===== config.mk =====
export PLATFORM = sky130hd
export DESIGN_NAME = lane_word_packer
export DESIGN_NICKNAME = d
export VERILOG_FILES = /design/src/design/capture_pkg.sv /design/src/design/dphy_pkg.sv /design/src/design/lane_word_packer.sv
export SDC_FILE = /design/constraint.sdc
export NUM_CORES = 1
export LEC_CHECK = 0
export BUFFER_PORTS_ARGS = -buffer_cell sky130_fd_sc_hd__buf_2
export CORE_AREA = 2 2 76 78
export CTS_BUF_LIST = sky130_fd_sc_hd__clkbuf_2
export DETAILED_ROUTE_END_ITERATION = 12
export DIE_AREA = 0 0 78 80
export PLACE_DENSITY = 0.91
export SYNTH_ARGS = -nofsm -noshare
export SYNTH_HDL_FRONTEND = slang
export SYNTH_SLANG_ARGS = --single-unit

===== constraint.sdc =====
create_clock -name clk_i -period 4.4 [get_ports clk_i]
set_clock_uncertainty 0.2 [all_clocks]
set_input_delay 0.44 -clock clk_i [delete_from_list [all_inputs] [get_ports clk_i]]
set_output_delay 0.44 -clock clk_i [all_outputs]
set_load 0.02 [all_outputs]

===== src/design/capture_pkg.sv =====
package capture_pkg;

  localparam int WORD_W = 32;
  localparam int ADDR_W = 8;

  typedef logic [WORD_W-1:0] word_t;  // four lane bytes, little endian

  // upper bits pick the lane region, lower bits the word inside it
  typedef logic [ADDR_W-1:0] addr_t;

  typedef struct packed
  {
    logic  valid;
    addr_t addr;
    word_t data;
  } wr_req_t;

endpackage


===== src/design/dphy_pkg.sv =====
package dphy_pkg;

  localparam int BYTE_W = 8;

  // one deserialized lane byte, bit 0 arrived first
  typedef logic [BYTE_W-1:0] byte_t;

  typedef logic [2*BYTE_W-1:0] window_t;  // two consecutive bytes, older one in the low half

  typedef logic [2:0] shift_t;            // bit offset of the sync byte inside the window

  localparam byte_t SYNC_PATTERN = 8'b10111000;  // hs sync byte

endpackage

===== src/design/lane_word_packer.sv =====
`timescale 1ns/1ps

module lane_word_packer
#(
  parameter int LANE_ID   = 0,
  parameter int REGION_AW = 6
)
(
  input  logic                 clk_i,
  input  logic                 rst_i,
  input  logic                 byte_valid_i,
  input  dphy_pkg::byte_t      byte_i,
  output capture_pkg::wr_req_t req_o,
  input  logic                 gnt_i,
  output logic                 overflow_o
);

  localparam capture_pkg::addr_t REGION_BASE = capture_pkg::addr_t'(LANE_ID << REGION_AW);

  logic [1:0]           byte_cnt;
  logic [REGION_AW-1:0] word_idx;
  capture_pkg::word_t   word_q;
  capture_pkg::word_t   word_next;
  logic                 word_done;
  logic                 slot_free;
  logic                 req_valid;
  capture_pkg::addr_t   req_addr;
  capture_pkg::word_t   req_data;

  // incoming byte lands in its little-endian lane of the word
  always_comb
  begin
    word_next = word_q;
    word_next[{byte_cnt, 3'b000} +: 8] = byte_i;
  end

  assign word_done = byte_valid_i && (byte_cnt == 2'd3);
  assign slot_free = !req_valid || gnt_i;  // slot empties on the grant edge

  always_ff @(posedge clk_i)
  begin
    if (byte_valid_i)
      word_q <= word_next;
  end

  always_ff @(posedge clk_i)
  begin
    if (rst_i)
    begin
      byte_cnt <= '0;
      word_idx <= '0;
    end
    else if (!byte_valid_i)
    begin
      byte_cnt <= '0;  // next burst starts at word 0
      word_idx <= '0;
    end
    else
    begin
      byte_cnt <= byte_cnt + 2'd1;
      if (word_done)
        word_idx <= word_idx + REGION_AW'(1);  // wraps inside the region
    end
  end

  always_ff @(posedge clk_i)
  begin
    if (rst_i)
      req_valid <= 1'b0;
    else if (word_done && slot_free)
      req_valid <= 1'b1;
    else if (gnt_i)
      req_valid <= 1'b0;
  end

  always_ff @(posedge clk_i)
  begin
    if (word_done && slot_free)
    begin
      req_addr <= REGION_BASE | capture_pkg::addr_t'(word_idx);
      req_data <= word_next;
    end
  end

  // word dropped while the slot still waits for its grant
  always_ff @(posedge clk_i)
  begin
    if (rst_i)
      overflow_o <= 1'b0;
    else if (word_done && !slot_free)
      overflow_o <= 1'b1;
  end

  assign req_o.valid = req_valid;
  assign req_o.addr  = req_addr;
  assign req_o.data  = req_data;

endmodule


==> impl_results.md <==
- Maxcap violations: 0
- Worst-path clk slew: 0.22 ns
- Antenna Cells: 0
- Measured slew at the worst slew-check pin: 0.994 ns
- LEAKAGE: 1.30 nW
- Max rail drop VDD: 220 µV
- Period utilization: 0.583
- Depth of the worst hold-timing path: 4
- # DRC: 0
- TritonCTS buffer count: 9
- Share of the synthesized area in the top cell type: 0.695
- Final setup fails: 0
- Avg Cell Area, Syn: 15.8 µm²
- Initial antenna violation count: 0
- Iteration count of the initial detailed-routing pass: 4
- Worst Hold End: req_valid
- Synth area leaders: edfxtp_1 69%, dfxtp_1 6.6%, a22o_1 5.2%, ha_1 2.5%, nand2_1 2.0%
- Vias: 1,749
- DP Area: 0.00334 mm²
- Sequential cell area fraction in the yosys report: 0.761
- Worst Hold Class: in2reg
- R2r setup slk: 1.84 ns
- CTS Buffer Depth: 2
- Root Driver: clkbuf_2
- Pwr Density: 412 mW/mm²
- Clk Latency, worst-skew pair: 0.52 ns
- CTS tree: built
- Die W: 78 µm
- Mapped Cells: 192
- I/O pins: 54
- Initial DRC count: 143
- Final TNS setup: 0 ns
- Post-synth cell types: 30
- Crit path kind: reg2reg
- Worst Path Required: 4.35 ns
- CTS Sinks: 80
- Unrepaired setup endpoints after global routing: no
- CP arrival: 2.52 ns
- FP Rows: 27
- Max Slew Vio Count: 0
- Starting Density: 0.560
- Outcome: finished clean
- Slew Limit Headroom: 0.336
- Input/output buffers: 51
- Synth Register Bits: 80
- Total Routing Usage GR: 0.176
- Vias in the first global route: 1,636
- Remaining Overflow, GRT: 0
- Number of fill cells in the layout: 404
- Largest net degree at the start of global routing: 40
- Final Hold Vio Count: 0
- FF-to-FF Start: byte_cnt[0]
- RR Endpoint: req_data[27]
- Critical Path Fanout Max: 38
- Synth Warn #: 0
- Hpwl dp: 3390 µm
- Reg2Reg Depth: 3
- Total wire length: 5160 µm
- DRT antenna net count: 0
- H-tree levels: 3
- Final GP Congestion: 0.739
- Crit end category: flop
- Cell type with the largest total area after synthesis: edfxtp_1
- Highest clock rate: 390 MHz
- First-pass GRT wire length: 7980 µm
- Area growth syn-to-layout: 16.2%
- Tmin final: 2.56 ns
- Fin nets: 267
- Hold Startpoint: gnt_i
- DR WL/cell: 15.8 µm
- Critical path startpoint category: flop
- Via density per instance: 5.37
- Synthesized cell area: 0.00303 mm²
- Die Y: 80 µm
- Design Area, Final: 0.00352 mm²
- DIE AREA: 0.00624 mm²
- Placeable Area: 0.00541 mm²
- Layout cell share with drive strength beyond 1: 0.287
-- kinds of logic (layout without fill, tap and decap cells) --
| kind of cell | Yosys count | count (layout) | share of synthesized area |
|---|---|---|---|
| DFF | 80 | 80 | 0.761 |
| AOI/OAI and AO/OA | 40 | 40 | 0.0963 |
| and+or+nand+nor | 40 | 40 | 0.0752 |
| buffers and inverters | 22 | 83 | 0.0327 |
| adders and majority gates | 6 | 6 | 0.0248 |
| xor gates and xnor gates | 2 | 2 | 0.00579 |
| other | 1 | 2 | 0.00124 |
| muxes | 1 | 1 | 0.00331 |
-- critical path, stage by stage (launching register included) --
cell and delay, ns:
dfxtp_1 0.51, ha_1 0.49, nand2_1 0.16, nor2_4 0.81
-- per-layer routing --
| layer | track usage | wire length [µm] | up-vias |
|---|---|---|---|
| met5 | 0 | 0 | - |
| li1 | - | - | 834 |
| met4 | 0.100 | 89 | 0 |
| met2 | 0.275 | 2450 | 63 |
| met1 | 0.230 | 2320 | 844 |
| met3 | 0.0385 | 295 | 8 |
-- metrics by stage --
stage | setup slack (ns) | total power [mW] | instances | hold slack [ns] | utilization
6_report | 1.84 | 1.45 | 326 | 0.0324 | 0.651
3_3_place_gp | 1.75 | 0.954 | 309 | 0.231 | 0.618
4_1_cts | 1.81 | 1.45 | 326 | 0.0115 | 0.651
2_1_floorplan | 1.32 | 0.929 | 193 | 0.217 | -
3_5_place_dp | 1.67 | 0.959 | 309 | 0.237 | 0.618
5_1_grt | 1.59 | 1.49 | 326 | 0.0482 | 0.651
-- final cells by class --
cell class / count / area (µm²) / area share
repair buffers: 52 / 265 / 0.0754
clock inverters: 6 / 116 / 0.0331
flip-flops and latches: 80 / 2300 / 0.655
well taps: 72 / 90.1 / 0.0256
clock buffers: 10 / 50.0 / 0.0142
multi-input cells: 91 / 637 / 0.181
inverters: 15 / 56.3 / 0.0160
-- cell usage after synthesis, drive strengths merged --
cell and number:
o2bb2ai 6, mux2i 1, clkinv 3, dfxtp 10
and4bb 1, nand4 1, nor3 2, a22o 18
a21oi 4, nand2 16, nand3b 1, xor2 1
nand3 3, nor4b 1, buf 5, clkbuf 2
nor2b 1, nor2 9, ha 6, o21ai 11
conb 1, a31oi 1, inv 12, nand2b 1
edfxtp 70, or3b 1, or3 3, xnor2 1
-- what timing repair did --
action,in CTS,in global routing
hold endpoints to repair,2,0
gates resized for setup,0,0
hold buffers,1,0
buffers inserted,0,0
-- report_power, final --
group          internal [mW]  total, mW  switching (mW)
clock network          0.251      0.504           0.253
registers              0.857      0.866         0.00839
logic                 0.0280     0.0782          0.0502
-- sequential cells by signal, indices dropped and copies added, names as in the netlist --
register / cells
req_data: 32
req_valid: 1
word_idx: 6
word_q: 32
byte_cnt: 2
overflow_o: 1
req_addr: 6
-- worst max-delay path by stage --
stage / from / to / depth (start not counted)
finish: byte_cnt[0] / req_data[27] / 3
global route: byte_cnt[0] / req_data[3] / 3
floorplan: byte_cnt[0] / req_addr[0] / 4
detailed placement: byte_valid_i / req_data[10] / 3
CTS: byte_cnt[0] / req_data[24] / 3
global placement: byte_valid_i / req_data[10] / 3
-- placed cells by master, fill, tap and decap left out, types with 2 or more instances in the layout --
cell	n
clkbuf_2	10
or3_1	3
edfxtp_1	70
o21ai_0	11
nor2_1	8
nand3_1	3
buf_2	51
clkinv_1	3
bufinv_16	3
o2bb2ai_1	6
nand2_1	16
conb_1	2
a22o_1	18
dfxtp_1	10
a21oi_1	4
ha_1	6
inv_1	12
clkinv_4	2
(Power assumes the default switching activity.)
