## config.mk

```make
export PLATFORM = sky130hd
export DESIGN_NAME = dphy_byte_align
export DESIGN_NICKNAME = d
export VERILOG_FILES = /design/src/design/dphy_pkg.sv /design/src/design/dphy_byte_align.sv
export SDC_FILE = /design/constraint.sdc
export NUM_CORES = 1
export LEC_CHECK = 0
export ABC_AREA = 1
export BUFFER_PORTS_ARGS = -buffer_cell sky130_fd_sc_hd__clkbuf_2
export CAP_MARGIN = 20
export CORE_UTILIZATION = 54
export DETAILED_ROUTE_END_ITERATION = 7
export PLACE_DENSITY = 0.77
export SLEW_MARGIN = 20
export SYNTH_ARGS = -nofsm -noshare
export SYNTH_HDL_FRONTEND = slang
export SYNTH_SLANG_ARGS = --single-unit
```

## constraint.sdc

```tcl
create_clock -name clk_i -period 1.77 [get_ports clk_i]
set_clock_uncertainty 0.15 [all_clocks]
set_input_delay 0.0885 -clock clk_i [delete_from_list [all_inputs] [get_ports clk_i]]
set_output_delay 0.0885 -clock clk_i [all_outputs]
set_load 0.02 [all_outputs]
```

## src/design/dphy_pkg.sv

```systemverilog
package dphy_pkg;

  localparam int BYTE_W = 8;

  // one deserialized lane byte, bit 0 arrived first
  typedef logic [BYTE_W-1:0] byte_t;

  typedef logic [2*BYTE_W-1:0] window_t;  // two consecutive bytes, older one in the low half

  typedef logic [2:0] shift_t;            // bit offset of the sync byte inside the window

  localparam byte_t SYNC_PATTERN = 8'b10111000;  // hs sync byte

endpackage
```

## src/design/dphy_byte_align.sv

```systemverilog
`timescale 1ns/1ps

module dphy_byte_align
(
  input  logic            clk_i,
  input  logic            rst_i,
  input  dphy_pkg::byte_t unaligned_byte_i,
  input  logic            reset_align_i,
  input  logic            hs_data_valid_i,
  output logic            valid_o,
  output dphy_pkg::byte_t aligned_byte_o
);

  dphy_pkg::byte_t   byte_d1;
  dphy_pkg::byte_t   byte_d2;
  dphy_pkg::window_t window;
  dphy_pkg::window_t shifted;
  dphy_pkg::shift_t  sync_offset;
  dphy_pkg::shift_t  align_shift;
  logic              found_sync;
  logic              locked;
  logic              lock_set;

  always_ff @(posedge clk_i)
  begin
    byte_d1 <= unaligned_byte_i;
    byte_d2 <= byte_d1;
  end

  assign window = {byte_d1, byte_d2};

  // search all bit offsets, the lowest matching one wins
  always_comb
  begin
    sync_offset = '0;
    found_sync  = 1'b0;
    for (int i = dphy_pkg::BYTE_W - 1; i >= 0; i--)
    begin
      if (hs_data_valid_i && window[i +: dphy_pkg::BYTE_W] == dphy_pkg::SYNC_PATTERN)
      begin
        sync_offset = dphy_pkg::shift_t'(i);
        found_sync  = 1'b1;
      end
    end
  end

  assign lock_set = !locked && found_sync && !reset_align_i;

  always_ff @(posedge clk_i)
  begin
    if (rst_i)
      locked <= 1'b0;
    else if (reset_align_i)
      locked <= 1'b0;  // start a new search
    else if (lock_set)
      locked <= 1'b1;
  end

  always_ff @(posedge clk_i)
  begin
    if (lock_set)
      align_shift <= sync_offset;
  end

  always_ff @(posedge clk_i)
  begin
    if (rst_i)
      valid_o <= 1'b0;
    else if (reset_align_i || !hs_data_valid_i)
      valid_o <= 1'b0;
    else
      valid_o <= locked;
  end

  assign shifted = window >> align_shift;

  always_ff @(posedge clk_i)
  begin
    aligned_byte_o <= shifted[dphy_pkg::BYTE_W-1:0];  // byte after the sync byte comes first
  end

endmodule

```

==> results of run 1 <==
## per-layer routing
metal / GRT usage / part of all wire
met1: 0.290 / 0.44
met2: 0.434 / 0.50
met3: 0.0714 / 0.050
met4: 0.104 / 0.015
met5: 0 / 0
## cells by family (layout without fill, tap and decap cells)
group,Yosys count,after routing,synth area share
compound gates,30,30,0.123
mux,4,4,0.0304
flops,29,29,0.464
simple gates,90,90,0.301
buf+inv,24,60,0.0818
## layout by cell type (no fill, tap or decap), drive strengths merged
cell type    netlist  layout
edfxtp             3       3
clkbuf             1      28
o21ai             24      24
inv               18      18
bufinv             0       1
nand2             52      52
or2                1       1
nor2              23      23
dlygate4sd3        0      11
nand3             11      11
dfxtp             26      26
a21oi              4       4
a22oi              1       1
nor3               1       1
mux2i              4       4
o22ai              1       1
nand4              2       2
buf                5       2
## metrics by stage
step                      total power [mW]  instance area [um^2]  setup WS (ns)
after global routing                  1.48                  1630         0.0290
after CTS                             1.43                  1620         0.0527
after detailed placement             0.859                  1430         0.0645
after floorplan                      0.815                  1320          0.291
final                                 1.42                  1630          0.126
after global placement               0.855                  1430         0.0967
## how the worst min path moves through the flow
stage                           to  cells after the start                 from
global placement        byte_d1[1]                      1  unaligned_byte_i[1]
floorplan               byte_d1[0]                      0  unaligned_byte_i[0]
finish              align_shift[2]                      3        reset_align_i
CTS                 align_shift[0]                      3        reset_align_i
detailed placement      byte_d1[3]                      1  unaligned_byte_i[3]
global route        align_shift[2]                      3        reset_align_i
## registers in the layout, indices dropped and copies added (netlist names)
name            cells
align_shift         3
aligned_byte_o      8
byte_d1             8
byte_d2             8
locked              1
valid_o             1
## report_power, final
group / total (mW) / switching [mW] / internal, mW
registers: 0.722 / 0.0275 / 0.695
clock network: 0.558 / 0.221 / 0.337
logic: 0.143 / 0.0812 / 0.0617
total: 1.42 / 0.329 / 1.09
## timing repair
item / 4_1_cts / 5_1_grt
hold endpoints to repair: 10 / 0
hold buffers: 11 / 0
resized for setup: 0 / 1
setup buffers: 0 / 1
endpoints found under the setup margin: 0 / 9
## final cells by class
| cell class | count | share of cell area |
|---|---|---|
| Sequential cell | 29 | 0.374 |
| Clock inverter | 1 | 0.0184 |
| Multi-Input combinational cell | 124 | 0.368 |
| Clock buffer | 7 | 0.0337 |
| Tap cell | 28 | 0.0215 |
| Inverter | 18 | 0.0414 |
| Timing Repair Buffer | 34 | 0.143 |
## tightest hold or removal path, stage by stage
cell,delay [ns]
clkbuf_2,0.09
or2_2,0.10
a21oi_2,0.05
==> flow_summary.yaml, run 1 <==
global_route:
  grt_usage: 0.252
  antenna_found_initial: 0
  grt_pass1_wl_um: 4750
  grt_overflow: 0
  grt_pass1_vias: 1145
  grt_max_degree: 23
clock_tree:
  insertion_delay_ns: 0.32
  clock_path_buffers: 2
  cts_tree: "built"
  cts_inserted_buffers: 5
  cts.sinks: 29
  clk_pin_slew_ns: 0.09
  htreeDepth: 2
  cts-root-buf: "clkbuf_4"
die:
  die_w_um: 51.3
  num_rows: 17
  fp.dieArea_um2: 2640
  pin_count: 21
  start_util: 0.583
  core_area_um2: 2250
  chipHeight_um: 51.3
synthesis:
  synthCells: 177
  synth_nets: 189
  seq_area_frac_synth: 0.464
  synthArstFlopShare: 0
  synth_top_area_frac: 0.396
  synth_ff_type: "dfxtp_1"
  syn_area_um2: 1320
  synth_area_leaders: "dfxtp_1 (40%), nand2_1 (14%), edfxtp_1 (6.9%)"
  synth_edf_count: 3
  synth_warnings: 0
  synth_most_common_cell: "nand2_1"
  synthTopCellsByCount: "nand2_1 (48), dfxtp_1 (26), nor2_1 (21), o21ai_0 (16), inv_1 (12)"
  yosysTopAreaCell: "dfxtp_1"
  synth_cell_types: 24
  ys_seq_elements: 29
  syn_area_per_cell_um2: 7.43
sta:
  setup_viol_count_final: 0
  final.setup.tns_ns: 0
  hold-worst-slack_ns: 0.0271
  fin_crit_ns: 1.64
  worstMarginPinSlew_ns: 0.386
  final_max_slew_viol_count: 0
  relSlewSlack: 0.742
  grt_setup_unrepaired: "false"
  fmax_ghz: 0.608
  fin_crit_sh: 0.929
  finalHoldViolations: 0
power:
  p_per_area_nw_per_um2: 872
  irDropWorstVdd_mv: 0.680
  leakagePower_nw: 0.847
finish:
  num-fill-cells: 193
  layout.cells.non_filler: 241
  drive_above_1_share: 0.235
  num-nets-final: 224
  multiInputGateArea_um2: 601
  insertedDiodeCount: 0
  areaGrowthSynthToFinish_pct: 24.1
  seq_area_um2: 611
  final_util: 0.724
setup_path:
  path_buf_inv: 1
  reg2reg_to: "aligned_byte_o[7]"
  cp.arrival_ns: 1.69
  endpoint: "aligned_byte_o[7]"
  path_cells: "clkbuf_4 -> nand2_1 -> o21ai_2 -> mux2i_1 -> a22oi_1"
  reg2reg_from: "align_shift[0]"
  path_class: "reg2reg"
  rrSetupSlack_ns: 0.13
  crit_family: "flip-flops"
  critical_path_required_ns: 1.81
  reg2reg_depth: 5
  cpPeakStageDelay_ns: 0.57
  path_depth: 5
  crit_path_end_kind: "flop"
  critPathLaunch: "align_shift[0]"
  path_max_fanout: 12
  slowest_stage: "edfxtp_1"
  start_kind: "flop"
route:
  vias: 1244
  routed_wl_um: 2840
  drcViolationCount: 0
  drtAntennaViolNets: 0
  wire_per_inst_um: 11.8
  post_drt_via_cell_ratio: 5.16
  drtIter0Drc: 37
  first_pass_iters: 4
placed_design:
  dp_hpwl_um: 2080
  place_congestion: 0.953
  dp.cells: 221
  io_buffer_count: 20
run_status:
  status: "finished clean"
hold_path:
  hold_path_class: "in2reg"
job:
  drv_cap: 0
Note: power is estimated with default switching activity, not from simulation.
==> inputs of run 2 (changes only) <==
--- a/config.mk
+++ b/config.mk
@@ -8,9 +8,9 @@
 export ABC_AREA = 1
 export BUFFER_PORTS_ARGS = -buffer_cell sky130_fd_sc_hd__clkbuf_2
 export CAP_MARGIN = 20
-export CORE_UTILIZATION = 54
+export CORE_UTILIZATION = 48
 export DETAILED_ROUTE_END_ITERATION = 7
-export PLACE_DENSITY = 0.77
+export PLACE_DENSITY = 0.69
 export SLEW_MARGIN = 20
 export SYNTH_ARGS = -nofsm -noshare
 export SYNTH_HDL_FRONTEND = slang
==> flow_summary.yaml, run 2 (same netlist as run 1, synthesis figures left out) <==
placed_design:
  pre_cts_slack_ns: 0.0889
  place_congestion: 0.897
  dpl_cell_area_um2: 1420
  io_buffer_count: 20
  dp_hpwl_um: 1950
setup_path:
  cpPeakStageDelay_ns: 0.52
  cp.arrival_ns: 1.43
  slowest_stage: "dlygate4sd3_1"
  critPathLaunch: "hs_data_valid_i"
  reg2reg_from: "byte_d2[7]"
  path_max_fanout: 8
  reg2reg_to: "align_shift[0]"
  critical_path_required_ns: 1.64
  start_kind: "primary input"
  rrSetupSlack_ns: 0.21
  crit_path_end_kind: "flop"
  reg2reg_depth: 6
  crit_top_cell: "nand2_1"
  path_cells: "dlygate4sd3_1 -> clkbuf_2 -> nand2_1 -> nor3_2 -> nand2_1 -> nand2_1 -> nor2_2 -> a21oi_2"
  path_class: "in2reg"
finish:
  layout_common_cells: "nand2_1 (48), dfxtp_1 (25), nor2_1 (21), clkbuf_2 (20), o21ai_0 (16)"
  areaGrowthSynthToFinish_pct: 22.8
  reg_top3: "aligned_byte_o x8, byte_d1 x8, byte_d2 x8"
  num-nets-final: 223
  final_common_cell: "nand2_1"
  drive_above_1_share: 0.236
  final_cell_area_um2: 1620
  insertedDiodeCount: 0
  num-fill-cells: 211
  final_util: 0.640
sta:
  worstMarginPinSlew_ns: 0.403
  final.setup.tns_ns: 0
  finalHoldViolations: 0
  fin_crit_sh: 0.881
  final_max_slew_viol_count: 0
  layout_setup_ws_ns: 0.210
  setup_viol_count_final: 0
  relSlewSlack: 0.731
  fin_crit_ns: 1.56
  fmax_ghz: 0.641
  hold-worst-slack_ns: 0.165
  grt_setup_unrepaired: "false"
global_route:
  grt_usage: 0.221
  grt_max_degree: 23
  grt_pass1_vias: 1037
  grt_overflow: 0
  antenna_found_initial: 0
  grt_pass1_wl_um: 4350
clock_tree:
  clock_path_buffers: 2
  cts.sinks: 29
  clk_pin_slew_ns: 0.10
  cts_tree: "built"
  cts_inserted_buffers: 5
  cts-root-buf: "clkbuf_4"
  htreeDepth: 2
  insertion_delay_ns: 0.33
die:
  core_area_um2: 2520
  chipHeight_um: 54.3
  num_rows: 18
  start_util: 0.521
  fp.dieArea_um2: 2950
  pin_count: 21
  die_w_um: 54.3
route:
  wire_per_inst_um: 11.0
  vias: 1206
  first_pass_iters: 4
  post_drt_via_cell_ratio: 4.98
  drtIter0Drc: 48
  drtAntennaViolNets: 0
  routed_wl_um: 2670
  drcViolationCount: 0
power:
  seqPwrFrac: 0.547
  irDropWorstVdd_mv: 0.567
  sw_frac_of_total: 0.251
  leakagePower_nw: 0.838
  power.internal_uw: 987
  p_per_area_nw_per_um2: 817
  clockPowerShare: 0.346
  combPwrFrac: 0.108
  power_switching_uw: 332
hold_path:
  min_from: "byte_d1[7]"
  whs_endpoint: "byte_d2[7]"
  worstHoldPathCells: 0
  hold_path_class: "reg2reg"
run_status:
  status: "finished clean"
job:
  drv_cap: 0
[run 2: routing by layer]
layer / GRT usage / share of wire / up-vias / wire length, um
met5: 0 / 0 / - / 0
met3: 0.106 / 0.056 / 6 / 150
met2: 0.360 / 0.49 / 40 / 1310
met4: 0.0940 / 0.016 / 0 / 43
met1: 0.243 / 0.44 / 522 / 1160
li1: - / - / 638 / -
[run 2: per-stage QoR]
step	power [mW]	std cells
finish	1.32	242
global route	1.40	242
CTS	1.33	241
detailed placement	0.856	222
global placement	0.855	222
floorplan	0.815	177
[run 2: power by group through the flow]
stage          Combinational (mW)  Clock (mW)  Sequential [mW]
4_1_cts                     0.139       0.473            0.720
2_1_floorplan              0.0705           0            0.745
3_3_place_gp                0.118           0            0.736
3_5_place_dp                0.120           0            0.736
6_report                    0.142       0.456            0.721
5_1_grt                     0.161       0.514            0.727
[run 2: repair_timing]
action                                 4_1_cts  5_1_grt
setup buffers                                0        0
setup endpoints to repair                    0        3
endpoints found under the hold margin       10        3
resized for setup                            0        2
hold buffers                                11        1
[run 2: how the worst max path moves through the flow]
stage | endpoint | slack, ns | depth (start not counted)
finish | align_shift[0] | 0.21 | 8
global route | align_shift[0] | 0.09 | 7
CTS | align_shift[0] | 0.07 | 6
detailed placement | align_shift[2] | 0.09 | 6
global placement | align_shift[2] | 0.13 | 6
floorplan | align_shift[0] | 0.29 | 6
[run 2: worst max-delay path, delay by kind of cell]
family                 cells  cell delay [ns]
AO/OA/AOI/OAI              1             0.19
buffers and inverters      2             0.71
AND/OR/NAND/NOR            5             0.44
[run 2: layout make-up]
type,count,area (um^2),share of cell area
Tap cell,30,37.5,0.0232
Inverter,18,67.6,0.0418
Timing Repair Buffer,33,228,0.141
Multi-Input combinational cell,124,601,0.372
Sequential cell,29,612,0.379
Clock inverter,1,5.00,0.00310
Clock buffer,7,65.1,0.0403
==> inputs of run 3 (changes only) <==
==> constraint.sdc (replaced) <==
create_clock -name clk_i -period 1.8 [get_ports clk_i]
set_clock_uncertainty 0.15 [all_clocks]
set_input_delay 0.09 -clock clk_i [delete_from_list [all_inputs] [get_ports clk_i]]
set_output_delay 0.09 -clock clk_i [all_outputs]
set_load 0.02 [all_outputs]
==> flow_summary.yaml, run 3 (same netlist as run 1, synthesis figures left out) <==
route:
  drtAntennaViolNets: 0
  first_pass_iters: 5
  routed_wl_um: 2910
  post_drt_via_cell_ratio: 5.10
  drcViolationCount: 0
  maxUsedRoutingLayer: "met4"
  routed-wl-met3_um: 193
  vias: 1239
  drt-met1-wl_um: 1240
  drtIter0Drc: 41
  met2_length_um: 1430
  wire_per_inst_um: 12.0
sta:
  grt_setup_unrepaired: "false"
  setup_viol_count_final: 0
  final_max_slew_viol_count: 0
  relSlewSlack: 0.753
  final.setup.tns_ns: 0
  fmax_ghz: 0.612
  finalHoldViolations: 0
  fin_crit_sh: 0.908
  worstMarginPinSlew_ns: 0.370
  fin_crit_ns: 1.63
finish:
  num-fill-cells: 238
  multiInputGateArea_um2: 601
  areaGrowthSynthToFinish_pct: 24.7
  num-nets-final: 224
  reg_top3: "aligned_byte_o x8, byte_d1 x8, byte_d2 x8"
  final_common_cell: "nand2_1"
  seq_area_um2: 611
  insertedDiodeCount: 0
  drive_above_1_share: 0.235
  layout_common_cells: "nand2_1 (48), dfxtp_1 (26), nor2_1 (21), clkbuf_2 (20), o21ai_0 (16)"
  layout.cells.non_filler: 243
die:
  pin_count: 21
  core_area_um2: 2520
  chipHeight_um: 54.3
  start_util: 0.521
  die_w_um: 54.3
  num_rows: 18
  fp.dieArea_um2: 2950
global_route:
  grt_usage: 0.229
  grt_overflow: 0
  grt_pass1_wl_um: 4570
  antenna_found_initial: 0
  grt_max_degree: 23
  grt_pass1_vias: 1074
setup_path:
  slowest_stage: "edfxtp_1"
  path_depth: 5
  critical_path_required_ns: 1.86
  path_cells: "buf_4 -> o21ai_0 -> nand2_1 -> o21ai_1 -> o22ai_1"
  start_kind: "flop"
  crit_family: "flip-flops"
  cp.arrival_ns: 1.70
  reg2reg_depth: 5
  crit_path_end_kind: "flop"
  path_class: "reg2reg"
  cpPeakStageDelay_ns: 0.56
  path_max_fanout: 12
  path_buf_inv: 1
clock_tree:
  clk_pin_slew_ns: 0.09
  insertion_delay_ns: 0.33
  cts-root-buf: "clkbuf_4"
  clock_path_buffers: 2
  cts_inserted_buffers: 5
  cts_tree: "built"
  htreeDepth: 2
  cts.sinks: 29
placed_design:
  dp.cells: 222
  dp_hpwl_um: 2020
  io_buffer_count: 20
  place_congestion: 0.920
hold_path:
  worstHoldPathCells: 0
  hold_path_class: "reg2reg"
power:
  irDropWorstVdd_mv: 0.740
  p_per_area_nw_per_um2: 858
  leakagePower_nw: 0.846
  total_power_mw: 1.41
job:
  drv_cap: 0
run_status:
  status: "finished clean"
## run 3: power breakdown
group          switching (mW)  internal, mW  leakage, nW
clock network           0.226         0.330       0.0445
logic                  0.0802        0.0619        0.562
registers              0.0266         0.683        0.240
total                   0.333          1.07        0.846
## run 3: area by class of cell
type	count	area share
clock buffers	6	0.0313
clock inverters	2	0.0229
inverters	18	0.0412
multi-input cells	124	0.366
flip-flops and latches	29	0.372
well taps	30	0.0229
repair buffers	34	0.143
## run 3: stage by stage
stage / hold WS (ns) / utilization / worst slack, ns / instance area, um^2
after CTS: 0.0109 / 0.642 / 0.0641 / 1620
after detailed placement: 0.0439 / 0.563 / 0.0778 / 1420
after global routing: 0.195 / 0.650 / 0.0653 / 1640
after global placement: 0.0426 / 0.563 / 0.122 / 1420
final: 0.183 / 0.650 / 0.165 / 1640
after floorplan: -0.0323 / - / 0.321 / 1320
## run 3: final timing paths
kind                                startpoint  slack (ns)                 to
worst max register to register  align_shift[0]        0.17  aligned_byte_o[5]
worst max-delay path            align_shift[0]        0.17  aligned_byte_o[5]
worst min-delay path                byte_d1[7]        0.18         byte_d2[7]
worst min register to register      byte_d1[7]        0.18         byte_d2[7]
## run 3: repair_timing
item,CTS,global route
gates resized for setup,0,1
setup buffers,0,1
hold buffers,11,1
setup endpoints to repair,0,7
hold endpoints to repair,10,3
## run 3: metal layers
metal	up-vias	GRT usage
met3	7	0.0833
li1	637	-
met5	-	0
met4	0	0.0855
met2	49	0.390
met1	546	0.258
